`src/uartPkg.sv`:
```
package uartPkg;

	// register offsets within the 4 KiB device window
	localparam logic [11:0] configAddr = 12'h000;
	localparam logic [11:0] clearAddr = 12'h004;
	localparam logic [11:0] statusAddr = 12'h008;
	localparam logic [11:0] rxAddr = 12'h010;
	localparam logic [11:0] txAddr = 12'h014;

	// configuration register
	localparam int configWidth = 21;

	// 0x1047 is cyclesPerBit for 9600 baud from a 40 MHz clock
	localparam logic [configWidth-1:0] configDefault = 21'h01047;

	// bits 0 to 15 hold cyclesPerBit
	localparam int divisorWidth = 16;

	localparam int cfgWaitForTxSpace = 16;
	localparam int cfgEnable = 17;
	localparam int cfgLostIrqEn = 18;
	localparam int cfgRxIrqEn = 19;
	localparam int cfgTxDoneIrqEn = 20;

	// status register bits
	localparam int stRxAvail = 0;
	localparam int stRxFull = 1;
	localparam int stRxLost = 2;
	localparam int stTxAvail = 3;
	localparam int stTxFull = 4;
	localparam int stTxLost = 5;

	// clear register bits, each one resets one block
	localparam int clrRx = 0;
	localparam int clrTx = 1;
	localparam int clrRxFifo = 2;
	localparam int clrTxFifo = 3;

endpackage
```
`src/uartDevice.sv`:
```
`timescale 1ns/1ns

module uartDevice #(
	parameter logic [3:0] deviceId = 4'h0,
	parameter int rxDepth = 32,
	parameter int txDepth = 32
) (
	input logic clk,
	input logic rst,

	input logic peripheralEnable,
	input logic busWe,
	input logic busOe,
	input logic [15:0] busAddress,
	input logic [3:0] busByteSelect,
	input logic [31:0] busDataWrite,
	output logic [31:0] busDataRead,
	output logic busBusy,
	output logic requestOutput,

	output logic uartEn,
	input logic uartRx,
	output logic uartTx,
	output logic uartIrq
);
	import uartPkg::*;

	logic [divisorWidth-1:0] cyclesPerBit;
	logic enable;
	logic waitForTxSpace;
	logic lostIrqEn;
	logic rxIrqEn;
	logic txDoneIrqEn;
	logic txPush;
	logic [7:0] txByte;
	logic rxPop;
	logic [3:0] clearPulses;

	logic [7:0] rxHead;
	logic rxAvail;
	logic rxFull;
	logic rxLost;
	logic [7:0] txHead;
	logic txAvail;
	logic txFull;
	logic txLost;

	logic [7:0] rxByte;
	logic rxValid;
	logic txBusy;
	logic txStart;
	logic rxLine;

	logic [5:0] flags;
	logic [5:0] buffered;
	logic [5:0] status;
	logic wasSending;

	uartRegisters #(.deviceId(deviceId)) uartRegisters_i (
		.clk(clk),
		.rst(rst),
		.peripheralEnable(peripheralEnable),
		.busWe(busWe),
		.busOe(busOe),
		.busAddress(busAddress),
		.busByteSelect(busByteSelect),
		.busDataWrite(busDataWrite),
		.busDataRead(busDataRead),
		.requestOutput(requestOutput),
		.busBusy(busBusy),
		.status(status),
		.rxHead(rxHead),
		.rxAvail(rxAvail),
		.txFull(txFull),
		.cyclesPerBit(cyclesPerBit),
		.enable(enable),
		.waitForTxSpace(waitForTxSpace),
		.lostIrqEn(lostIrqEn),
		.rxIrqEn(rxIrqEn),
		.txDoneIrqEn(txDoneIrqEn),
		.txPush(txPush),
		.txByte(txByte),
		.rxPop(rxPop),
		.clearPulses(clearPulses)
	);

	assign uartEn = enable;
	assign rxLine = enable ? uartRx : 1'b1;

	// one term both starts the transmitter and pops its byte
	assign txStart = txAvail && enable && !txBusy;

	byteFifo #(.depth(rxDepth)) rxFifo_i (
		.clk(clk),
		.rst(rst || clearPulses[clrRxFifo]),
		.dataIn(rxByte),
		.we(rxValid && enable),
		.oe(rxPop),
		.dataOut(rxHead),
		.isData(rxAvail),
		.bufferFull(rxFull),
		.dataLost(rxLost)
	);

	byteFifo #(.depth(txDepth)) txFifo_i (
		.clk(clk),
		.rst(rst || clearPulses[clrTxFifo]),
		.dataIn(txByte),
		.we(txPush),
		.oe(txStart),
		.dataOut(txHead),
		.isData(txAvail),
		.bufferFull(txFull),
		.dataLost(txLost)
	);

	uartRx uartRx_i (
		.clk(clk),
		.rst(rst || clearPulses[clrRx]),
		.cyclesPerBit(cyclesPerBit),
		.rx(rxLine),
		.rxByte(rxByte),
		.rxValid(rxValid)
	);

	uartTx uartTx_i (
		.clk(clk),
		.rst(rst || clearPulses[clrTx]),
		.cyclesPerBit(cyclesPerBit),
		.txStart(txStart),
		.txByteIn(txHead),
		.block(!enable),
		.tx(uartTx),
		.txBusy(txBusy)
	);

	always_comb begin
		flags = '0;
		flags[stRxAvail] = rxAvail;
		flags[stRxFull] = rxFull;
		flags[stRxLost] = rxLost;
		flags[stTxAvail] = txAvail;
		flags[stTxFull] = txFull;
		flags[stTxLost] = txLost;
	end

	// irq uses the first stage, reads see the second
	always_ff @(posedge clk) begin
		if (rst) begin
			buffered <= '0;
			status <= '0;
			wasSending <= 1'b0;
		end else begin
			buffered <= flags;
			status <= buffered;
			wasSending <= buffered[stTxAvail];
		end
	end

	assign uartIrq = (lostIrqEn && (buffered[stRxLost] || buffered[stTxLost]))
		|| (rxIrqEn && buffered[stRxAvail])
		|| (txDoneIrqEn && wasSending && !buffered[stTxAvail]);

endmodule

```
`src/uartRegisters.sv`:
```
`timescale 1ns/1ns

module uartRegisters #(
	parameter logic [3:0] deviceId = 4'h0
) (
	input logic clk,
	input logic rst,

	input logic peripheralEnable,
	input logic busWe,
	input logic busOe,
	input logic [15:0] busAddress,
	input logic [3:0] busByteSelect,
	input logic [31:0] busDataWrite,
	output logic [31:0] busDataRead,
	output logic requestOutput,
	output logic busBusy,

	input logic [5:0] status,
	input logic [7:0] rxHead,
	input logic rxAvail,
	input logic txFull,

	output logic [uartPkg::divisorWidth-1:0] cyclesPerBit,
	output logic enable,
	output logic waitForTxSpace,
	output logic lostIrqEn,
	output logic rxIrqEn,
	output logic txDoneIrqEn,
	output logic txPush,
	output logic [7:0] txByte,
	output logic rxPop,
	output logic [3:0] clearPulses
);
	import uartPkg::*;

	logic select;
	logic [11:0] localAddress;
	logic writeCycle;
	logic readCycle;
	logic readHit;
	logic txWrite;
	logic txStall;
	logic clearWrite;
	logic [31:0] readMux;
	logic [31:0] readData;
	logic [configWidth-1:0] configuration;

	assign select = peripheralEnable && (busAddress[15:12] == deviceId);
	assign localAddress = busAddress[11:0];
	assign writeCycle = select && busWe;
	assign readCycle = select && busOe;

	always_ff @(posedge clk) begin
		if (rst) begin
			configuration <= configDefault;
		end else if (writeCycle && localAddress == configAddr) begin
			for (int i = 0; i < configWidth; i++) begin
				if (busByteSelect[i / 8]) begin
					configuration[i] <= busDataWrite[i];
				end
			end
		end
	end

	assign cyclesPerBit = configuration[divisorWidth-1:0];
	assign waitForTxSpace = configuration[cfgWaitForTxSpace];
	assign enable = configuration[cfgEnable];
	assign lostIrqEn = configuration[cfgLostIrqEn];
	assign rxIrqEn = configuration[cfgRxIrqEn];
	assign txDoneIrqEn = configuration[cfgTxDoneIrqEn];

	// clear and transmit only act on byte lane 0
	assign clearWrite = writeCycle && localAddress == clearAddr && busByteSelect[0];
	assign clearPulses = clearWrite ? busDataWrite[3:0] : 4'b0;

	// master holds the write while the FIFO is full and we are asked to wait
	assign txWrite = writeCycle && localAddress == txAddr && busByteSelect[0];
	assign txStall = waitForTxSpace && enable && txFull;
	assign txPush = txWrite && !txStall;
	assign busBusy = txWrite && txStall;
	assign txByte = busDataWrite[7:0];

	assign rxPop = readCycle && localAddress == rxAddr && rxAvail;

	always_comb begin
		readHit = readCycle;
		case (localAddress)
			configAddr: readMux = {{(32 - configWidth){1'b0}}, configuration};
			clearAddr: readMux = 32'h0;
			statusAddr: readMux = {26'h0, status};
			rxAddr: readMux = rxAvail ? {23'h0, 1'b1, rxHead} : 32'h0;
			txAddr: readMux = 32'h0;
			default: begin
				readMux = 32'hffff_ffff;
				readHit = 1'b0;
			end
		endcase
	end

	always_ff @(posedge clk) begin
		if (rst) begin
			requestOutput <= 1'b0;
		end else begin
			requestOutput <= readHit;
		end
	end

	always_ff @(posedge clk) begin
		readData <= readMux;
	end

	assign busDataRead = requestOutput ? readData : 32'hffff_ffff;

	// a stalled transmit write stays on the bus until busBusy drops
	assert property (@(posedge clk) disable iff (rst) busBusy |=> txWrite);

endmodule

```
`src/uartTx.sv`:
```
`timescale 1ns/1ns

module uartTx (
	input logic clk,
	input logic rst,
	input logic [uartPkg::divisorWidth-1:0] cyclesPerBit,
	input logic txStart,
	input logic [7:0] txByteIn,
	input logic block,
	output logic tx,
	output logic txBusy
);
	import uartPkg::*;

	logic [9:0] shiftReg;
	logic [divisorWidth-1:0] counter;
	logic [3:0] bitCount;
	logic launch;
	logic tick;

	assign launch = txStart && !txBusy && !block;
	assign tick = counter == '0;

	always_ff @(posedge clk) begin
		if (rst) begin
			txBusy <= 1'b0;
			counter <= '0;
			bitCount <= '0;
		end else if (block) begin
			// frame is abandoned when the device is disabled
			txBusy <= 1'b0;
		end else if (!txBusy) begin
			if (txStart) begin
				txBusy <= 1'b1;
				counter <= cyclesPerBit;
				bitCount <= '0;
			end
		end else if (tick) begin
			counter <= cyclesPerBit;
			bitCount <= bitCount + 1'b1;
			if (bitCount == 4'd9) begin
				txBusy <= 1'b0;
			end
		end else begin
			counter <= counter - 1'b1;
		end
	end

	// stop, data lsb first, start
	always_ff @(posedge clk) begin
		if (launch) begin
			shiftReg <= {1'b1, txByteIn, 1'b0};
		end else if (txBusy && tick) begin
			shiftReg <= {1'b1, shiftReg[9:1]};
		end
	end

	assign tx = (txBusy && !block) ? shiftReg[0] : 1'b1;

	assert property (@(posedge clk) disable iff (rst) txStart |-> !txBusy);

endmodule

```
`src/uartRx.sv`:
```
`timescale 1ns/1ns

module uartRx (
	input logic clk,
	input logic rst,
	input logic [uartPkg::divisorWidth-1:0] cyclesPerBit,
	input logic rx,
	output logic [7:0] rxByte,
	output logic rxValid
);
	import uartPkg::*;

	typedef enum logic [1:0] {
		rxIdle,
		rxStartBit,
		rxDataBits,
		rxStopBit
	} stateType;

	stateType state;
	logic rxMeta;
	logic rxSync;
	logic rxLast;
	logic [divisorWidth-1:0] counter;
	logic [2:0] bitIndex;
	logic [7:0] shiftReg;
	logic tick;

	assign tick = counter == '0;

	// two-flop synchronizer, idle level is high
	always_ff @(posedge clk) begin
		if (rst) begin
			rxMeta <= 1'b1;
			rxSync <= 1'b1;
			rxLast <= 1'b1;
		end else begin
			rxMeta <= rx;
			rxSync <= rxMeta;
			rxLast <= rxSync;
		end
	end

	always_ff @(posedge clk) begin
		if (rst) begin
			state <= rxIdle;
			counter <= '0;
			bitIndex <= '0;
			rxValid <= 1'b0;
		end else begin
			rxValid <= 1'b0;
			if (state != rxIdle) begin
				counter <= tick ? cyclesPerBit : counter - 1'b1;
			end
			case (state)
				rxIdle: begin
					// half a bit to land in the middle of the start bit
					if (rxLast && !rxSync) begin
						state <= rxStartBit;
						counter <= cyclesPerBit >> 1;
					end
				end
				rxStartBit: begin
					bitIndex <= '0;
					if (tick) begin
						// line back high means a glitch, not a start bit
						state <= rxSync ? rxIdle : rxDataBits;
					end
				end
				rxDataBits: begin
					if (tick) begin
						bitIndex <= bitIndex + 1'b1;
						if (bitIndex == 3'd7) begin
							state <= rxStopBit;
						end
					end
				end
				rxStopBit: begin
					if (tick) begin
						state <= rxIdle;
						rxValid <= rxSync;
					end
				end
				default: state <= rxIdle;
			endcase
		end
	end

	// lsb arrives first
	always_ff @(posedge clk) begin
		if (state == rxDataBits && tick) begin
			shiftReg <= {rxSync, shiftReg[7:1]};
		end
		if (state == rxStopBit && tick) begin
			rxByte <= shiftReg;
		end
	end

endmodule

```
`src/byteFifo.sv`:
```
`timescale 1ns/1ns

module byteFifo #(
	parameter int depth = 32
) (
	input logic clk,
	input logic rst,
	input logic [7:0] dataIn,
	input logic we,
	input logic oe,
	output logic [7:0] dataOut,
	output logic isData,
	output logic bufferFull,
	output logic dataLost
);
	localparam int ptrWidth = $clog2(depth);

	logic [7:0] mem [depth];
	logic [ptrWidth-1:0] rdPtr;
	logic [ptrWidth-1:0] wrPtr;
	logic [ptrWidth:0] count;
	logic doPush;
	logic doPop;

	assign isData = count != '0;
	assign bufferFull = count == (ptrWidth + 1)'(depth);
	assign dataOut = mem[rdPtr];

	// a pop frees the slot, so push and pop together are fine when full
	assign doPush = we && (!bufferFull || oe);
	assign doPop = oe && isData;

	always_ff @(posedge clk) begin
		if (doPush) begin
			mem[wrPtr] <= dataIn;
		end
	end

	always_ff @(posedge clk) begin
		if (rst) begin
			rdPtr <= '0;
			wrPtr <= '0;
			count <= '0;
			dataLost <= 1'b0;
		end else begin
			if (doPush) begin
				wrPtr <= wrPtr + 1'b1;
			end
			if (doPop) begin
				rdPtr <= rdPtr + 1'b1;
			end
			case ({doPush, doPop})
				2'b10: count <= count + 1'b1;
				2'b01: count <= count - 1'b1;
				default: count <= count;
			endcase
			// sticky until reset or clear
			if (we && !doPush) begin
				dataLost <= 1'b1;
			end
		end
	end

	assert property (@(posedge clk) disable iff (rst) oe |-> isData);

endmodule

```
`config.mk`:
```
export PLATFORM = sky130hd
export DESIGN_NAME = uartDevice
export DESIGN_NICKNAME = d
export VERILOG_FILES = /design/src/uartPkg.sv /design/src/uartDevice.sv /design/src/uartRegisters.sv /design/src/uartTx.sv /design/src/uartRx.sv /design/src/byteFifo.sv
export SDC_FILE = /design/constraint.sdc
export NUM_CORES = 1
export LEC_CHECK = 0
export ABC_AREA = 1
export BUFFER_PORTS_ARGS = -buffer_cell sky130_fd_sc_hd__buf_2
export CORE_MARGIN = 10
export CORE_UTILIZATION = 50
export CTS_CLUSTER_SIZE = 8
export DETAILED_ROUTE_END_ITERATION = 16
export GPL_TIMING_DRIVEN = 0
export HOLD_SLACK_MARGIN = 0.02
export PLACE_DENSITY = 0.66
export SETUP_SLACK_MARGIN = 0.1
export SYNTH_ARGS = -nofsm -noshare
export SYNTH_HDL_FRONTEND = slang
export SYNTH_HIERARCHICAL = 1
export SYNTH_SLANG_ARGS = --single-unit
```
`constraint.sdc`:
```
create_clock -name clk -period 3.19 [get_ports clk]
set_clock_uncertainty 0.2 [all_clocks]
set_input_delay 0 -clock clk [delete_from_list [all_inputs] [get_ports clk]]
set_output_delay 0 -clock clk [all_outputs]
set_load 0.005 [all_outputs]
```
==> impl_metrics.py <==
metrics = {
    "run_status": {
        "status": "finished, final reports clean",
    },
    "yosys": {
        "seq_area_frac_synth_pct": 63.05,
        "synth.avg_cell_area_um2": 9.891,
        "yosysTopAreaCell": "edfxtp_1",
        "netlist_area_um2": 30200,
        "synth-simple-area-share_pct": 24.24,
        "ys_top_cells_by_area": "edfxtp_1 53%, nand2_1 11%, dfxtp_1 9.7%",
        "synth-seq-cells": 683,
        "synth_top_area_share_pct": 53.30,
        "synth_edf_count": 536,
        "synthXorXnorAreaFrac_pct": 0.7251,
        "synth_fa_ha_area_share_pct": 0.9944,
        "synth-main-ff-cell": "edfxtp_1",
        "yosysUniqueCellTypes": 52,
        "ys_warn_count": 6,
        "async_reset_ff_share_pct": 0,
        "synth_nets": 3135,
        "synth_cells": 3053,
        "muxShareOfSynthArea_pct": 0,
        "synth_compound_area_share_pct": 5.010,
        "synth_top_family_by_area": "simple AND/OR/NAND/NOR gates",
    },
    "timing": {
        "min_period_over_period_pct": 94.16,
        "hold_violations": 0,
        "worst_pin_slew_ns": 1.275,
        "max_freq_mhz": 332.9,
        "maxSlewViolCount": 0,
        "period_minus_slack_ns": 3.004,
        "setup_slack_ns": 0.1864,
        "setup_viol": 0,
        "rsz0062_at_grt": "yes",
        "relSlewSlack_pct": 15.00,
    },
    "placement": {
        "place_congestion": 0.9363,
        "dp_slack_ns": -0.4714,
        "portBuffers": 81,
        "dp.cells": 3916,
        "dp_hpwl_mm": 56.80,
    },
    "global_routing": {
        "grt_pass1_vias": 23033,
        "grt_usage_pct": 23.94,
        "grt_overflow": 0,
        "antenna_found_initial": 2,
        "grt_pass1_wl_mm": 130.8,
        "grt_start_max_net_pins": 33,
    },
    "drt": {
        "wl_mm": 85.74,
        "wl_per_cell_um": 20.56,
        "via_count": 23210,
        "drc": 0,
        "drt_iter0_markers": 2254,
        "first_pass_iters": 6,
        "viasPerCell": 5.565,
        "ant_nets": 0,
    },
    "floorplanning": {
        "io_pins": 95,
        "start_util_pct": 50.31,
        "die_x_um": 265.8,
        "core_um2": 60020,
        "die-area_um2": 70620,
        "die_y_um": 265.8,
        "rows": 90,
    },
    "cts": {
        "cts_made_buffers": 95,
        "root_buffer": "clkbuf_16",
        "clkTransAtPathRegs_ns": 0.05,
        "clk_path_buf_depth": 3,
        "cts_tree": "done",
        "htree_levels": 3,
        "cts_num_sinks": 683,
        "insertion_delay_ns": 0.65,
    },
    "worst_hold_path": {
        "hold_path_class": "in -> reg",
    },
    "worst_setup_path": {
        "cp-end-kind": "flip-flop",
        "crit_path_cell_trace": "dlygate4sd3_1 -> buf_2 -> inv_1 -> nor2_4 -> dlygate4sd3_1 -> nand2_1 -> nor2_4 -> inv_1 -> nand2_4 -> nand2_4 -> inv_4 -> nand2_2 -> nor2_1",
        "worstPathMaxFanout": 8,
        "startpoint_type": "primary input",
        "cp_slowest_cell": "nor2_1",
        "worst_ep_arrival_time_ns": 3.06,
        "slowest_delay_ns": 0.81,
        "required_ns": 3.25,
        "regToRegSetupSlack_ns": 0.19,
        "path_class": "in -> reg",
    },
    "final_layout": {
        "layout_common_cells": "892 x nand2_1, 536 x edfxtp_1, 432 x nand3_1",
        "antennaDiodeCount": 0,
        "fin_nets": 3436,
        "final_cells": 4171,
        "syn_to_final_growth_pct": 18.07,
        "final_common_cell": "nand2_1",
        "n_fill_cell": 4961,
        "drive_gt1_share_pct": 12.92,
    },
    "run": {
        "cap_violations": 0,
    },
    "power_and_ir_drop": {
        "max-vdd-ir-drop_v": 0.0005517,
        "power_density_nw_per_um2": 538.9,
        "p_leak_nw": 13.78,
    },
}
==> layer usage <==
layer / up-vias / global-route usage [%] / share of wire (%)
li1: 10844 / - / -
met1: 11151 / 31.43 / 41
met2: 1015 / 39.10 / 47
met3: 198 / 4.226 / 8.2
met4: 2 / 9.311 / 3.2
met5: - / 0 / 0.013
==> cells in the mapped netlist (all sizes together), types with 11 or more instances <==
cell type / number
edfxtp: 536
o21ai: 60
a21oi: 159
clkbuf: 34
inv: 216
ha: 24
xor2: 14
nand4: 12
nor2: 268
buf: 121
xnor2: 11
o31ai: 16
nor3: 13
dfxtp: 147
nand3: 440
nand2: 922
==> report_power, final <==
group	internal, W	total, W	switching (W)	leakage [nW]
Clock	0.00544	0.00906	0.00363	1.27
Combinational	0.000201	0.000588	0.000387	6.50
Sequential	0.00955	0.00956	0.0000119	6.01
==> layout make-up <==
type	instances	area (µm²)	share of cell area, %
multi-input cells	1994	9503	26.65
plain buffers	155	988.4	2.773
flip-flops and latches	683	19060	53.46
clock buffers	126	2515	7.054
inverters	221	857.1	2.404
clock inverters	6	123.9	0.3474
repair buffers	204	1627	4.562
well taps	782	978.4	2.744
==> kinds of logic after synthesis <==
kind of cell    count (synthesis)
compound gates                268
xor+xnor                       25
fa+ha+maj                      24
buf+inv                       376
flops                         683
simple gates                 1677
==> worst paths after layout <==
kind	start	endpoint	cells past startpoint
min reg2reg	uartRx_i/rxMeta	uartRx_i/rxSync	1
max reg2reg	flip-flop	uartRegisters_i/readData[7]	10
max	peripheralEnable	rxFifo_i/mem[19][3]	13
min	busAddress[10]	rxFifo_i/rdPtr[3]	10
==> critical path: cells and delay by family <==
kind                   cells  cell delay (ns)
AND/OR/NAND/NOR            7             1.58
buffers and inverters      6             1.47
==> what timing repair did <==
action,CTS,global route
endpoints found under the hold margin,363,2
gates cloned,0,0
hold buffers,108,2
endpoints found under the setup margin,522,253
pin swaps,3,8
setup buffers,6,6
resized for setup,33,41
==> flip-flops by register name, indices dropped and copies added, names as in the netlist, 3 cells and up, named ones only <==
register and flops:
buffered 6, rxFifo_i/count 6, rxFifo_i/mem 256, rxFifo_i/rdPtr 5
rxFifo_i/wrPtr 5, status 6, txFifo_i/count 6, txFifo_i/mem 256
txFifo_i/rdPtr 5, txFifo_i/wrPtr 5, uartRegisters_i/configuration 21, uartRegisters_i/readData 22
uartRx_i/bitIndex 3, uartRx_i/counter 16, uartRx_i/rxByte 8, uartRx_i/shiftReg 8
uartTx_i/bitCount 4, uartTx_i/counter 16, uartTx_i/shiftReg 9
==> stage by stage <==
| stage | cell area, µm² | util [%] | hold WS (ns) | total power [W] | setup TNS, ns |
|---|---|---|---|---|---|
| after CTS | 35440 | 59.05 | 0.02839 | 0.01935 | 0 |
| final | 35650 | 59.40 | 0.09491 | 0.01921 | 0 |
| after global placement | 31580 | 52.62 | 0.06523 | 0.01025 | -58.48 |
| after floorplan | 30200 | - | -0.1288 | 0.01009 | 0 |
| after global routing | 35650 | 59.40 | 0.1387 | 0.01979 | 0 |
| after detailed placement | 31590 | 52.63 | 0.07809 | 0.01026 | -73.95 |
No activity file was read; power rests on OpenSTA's default activity.
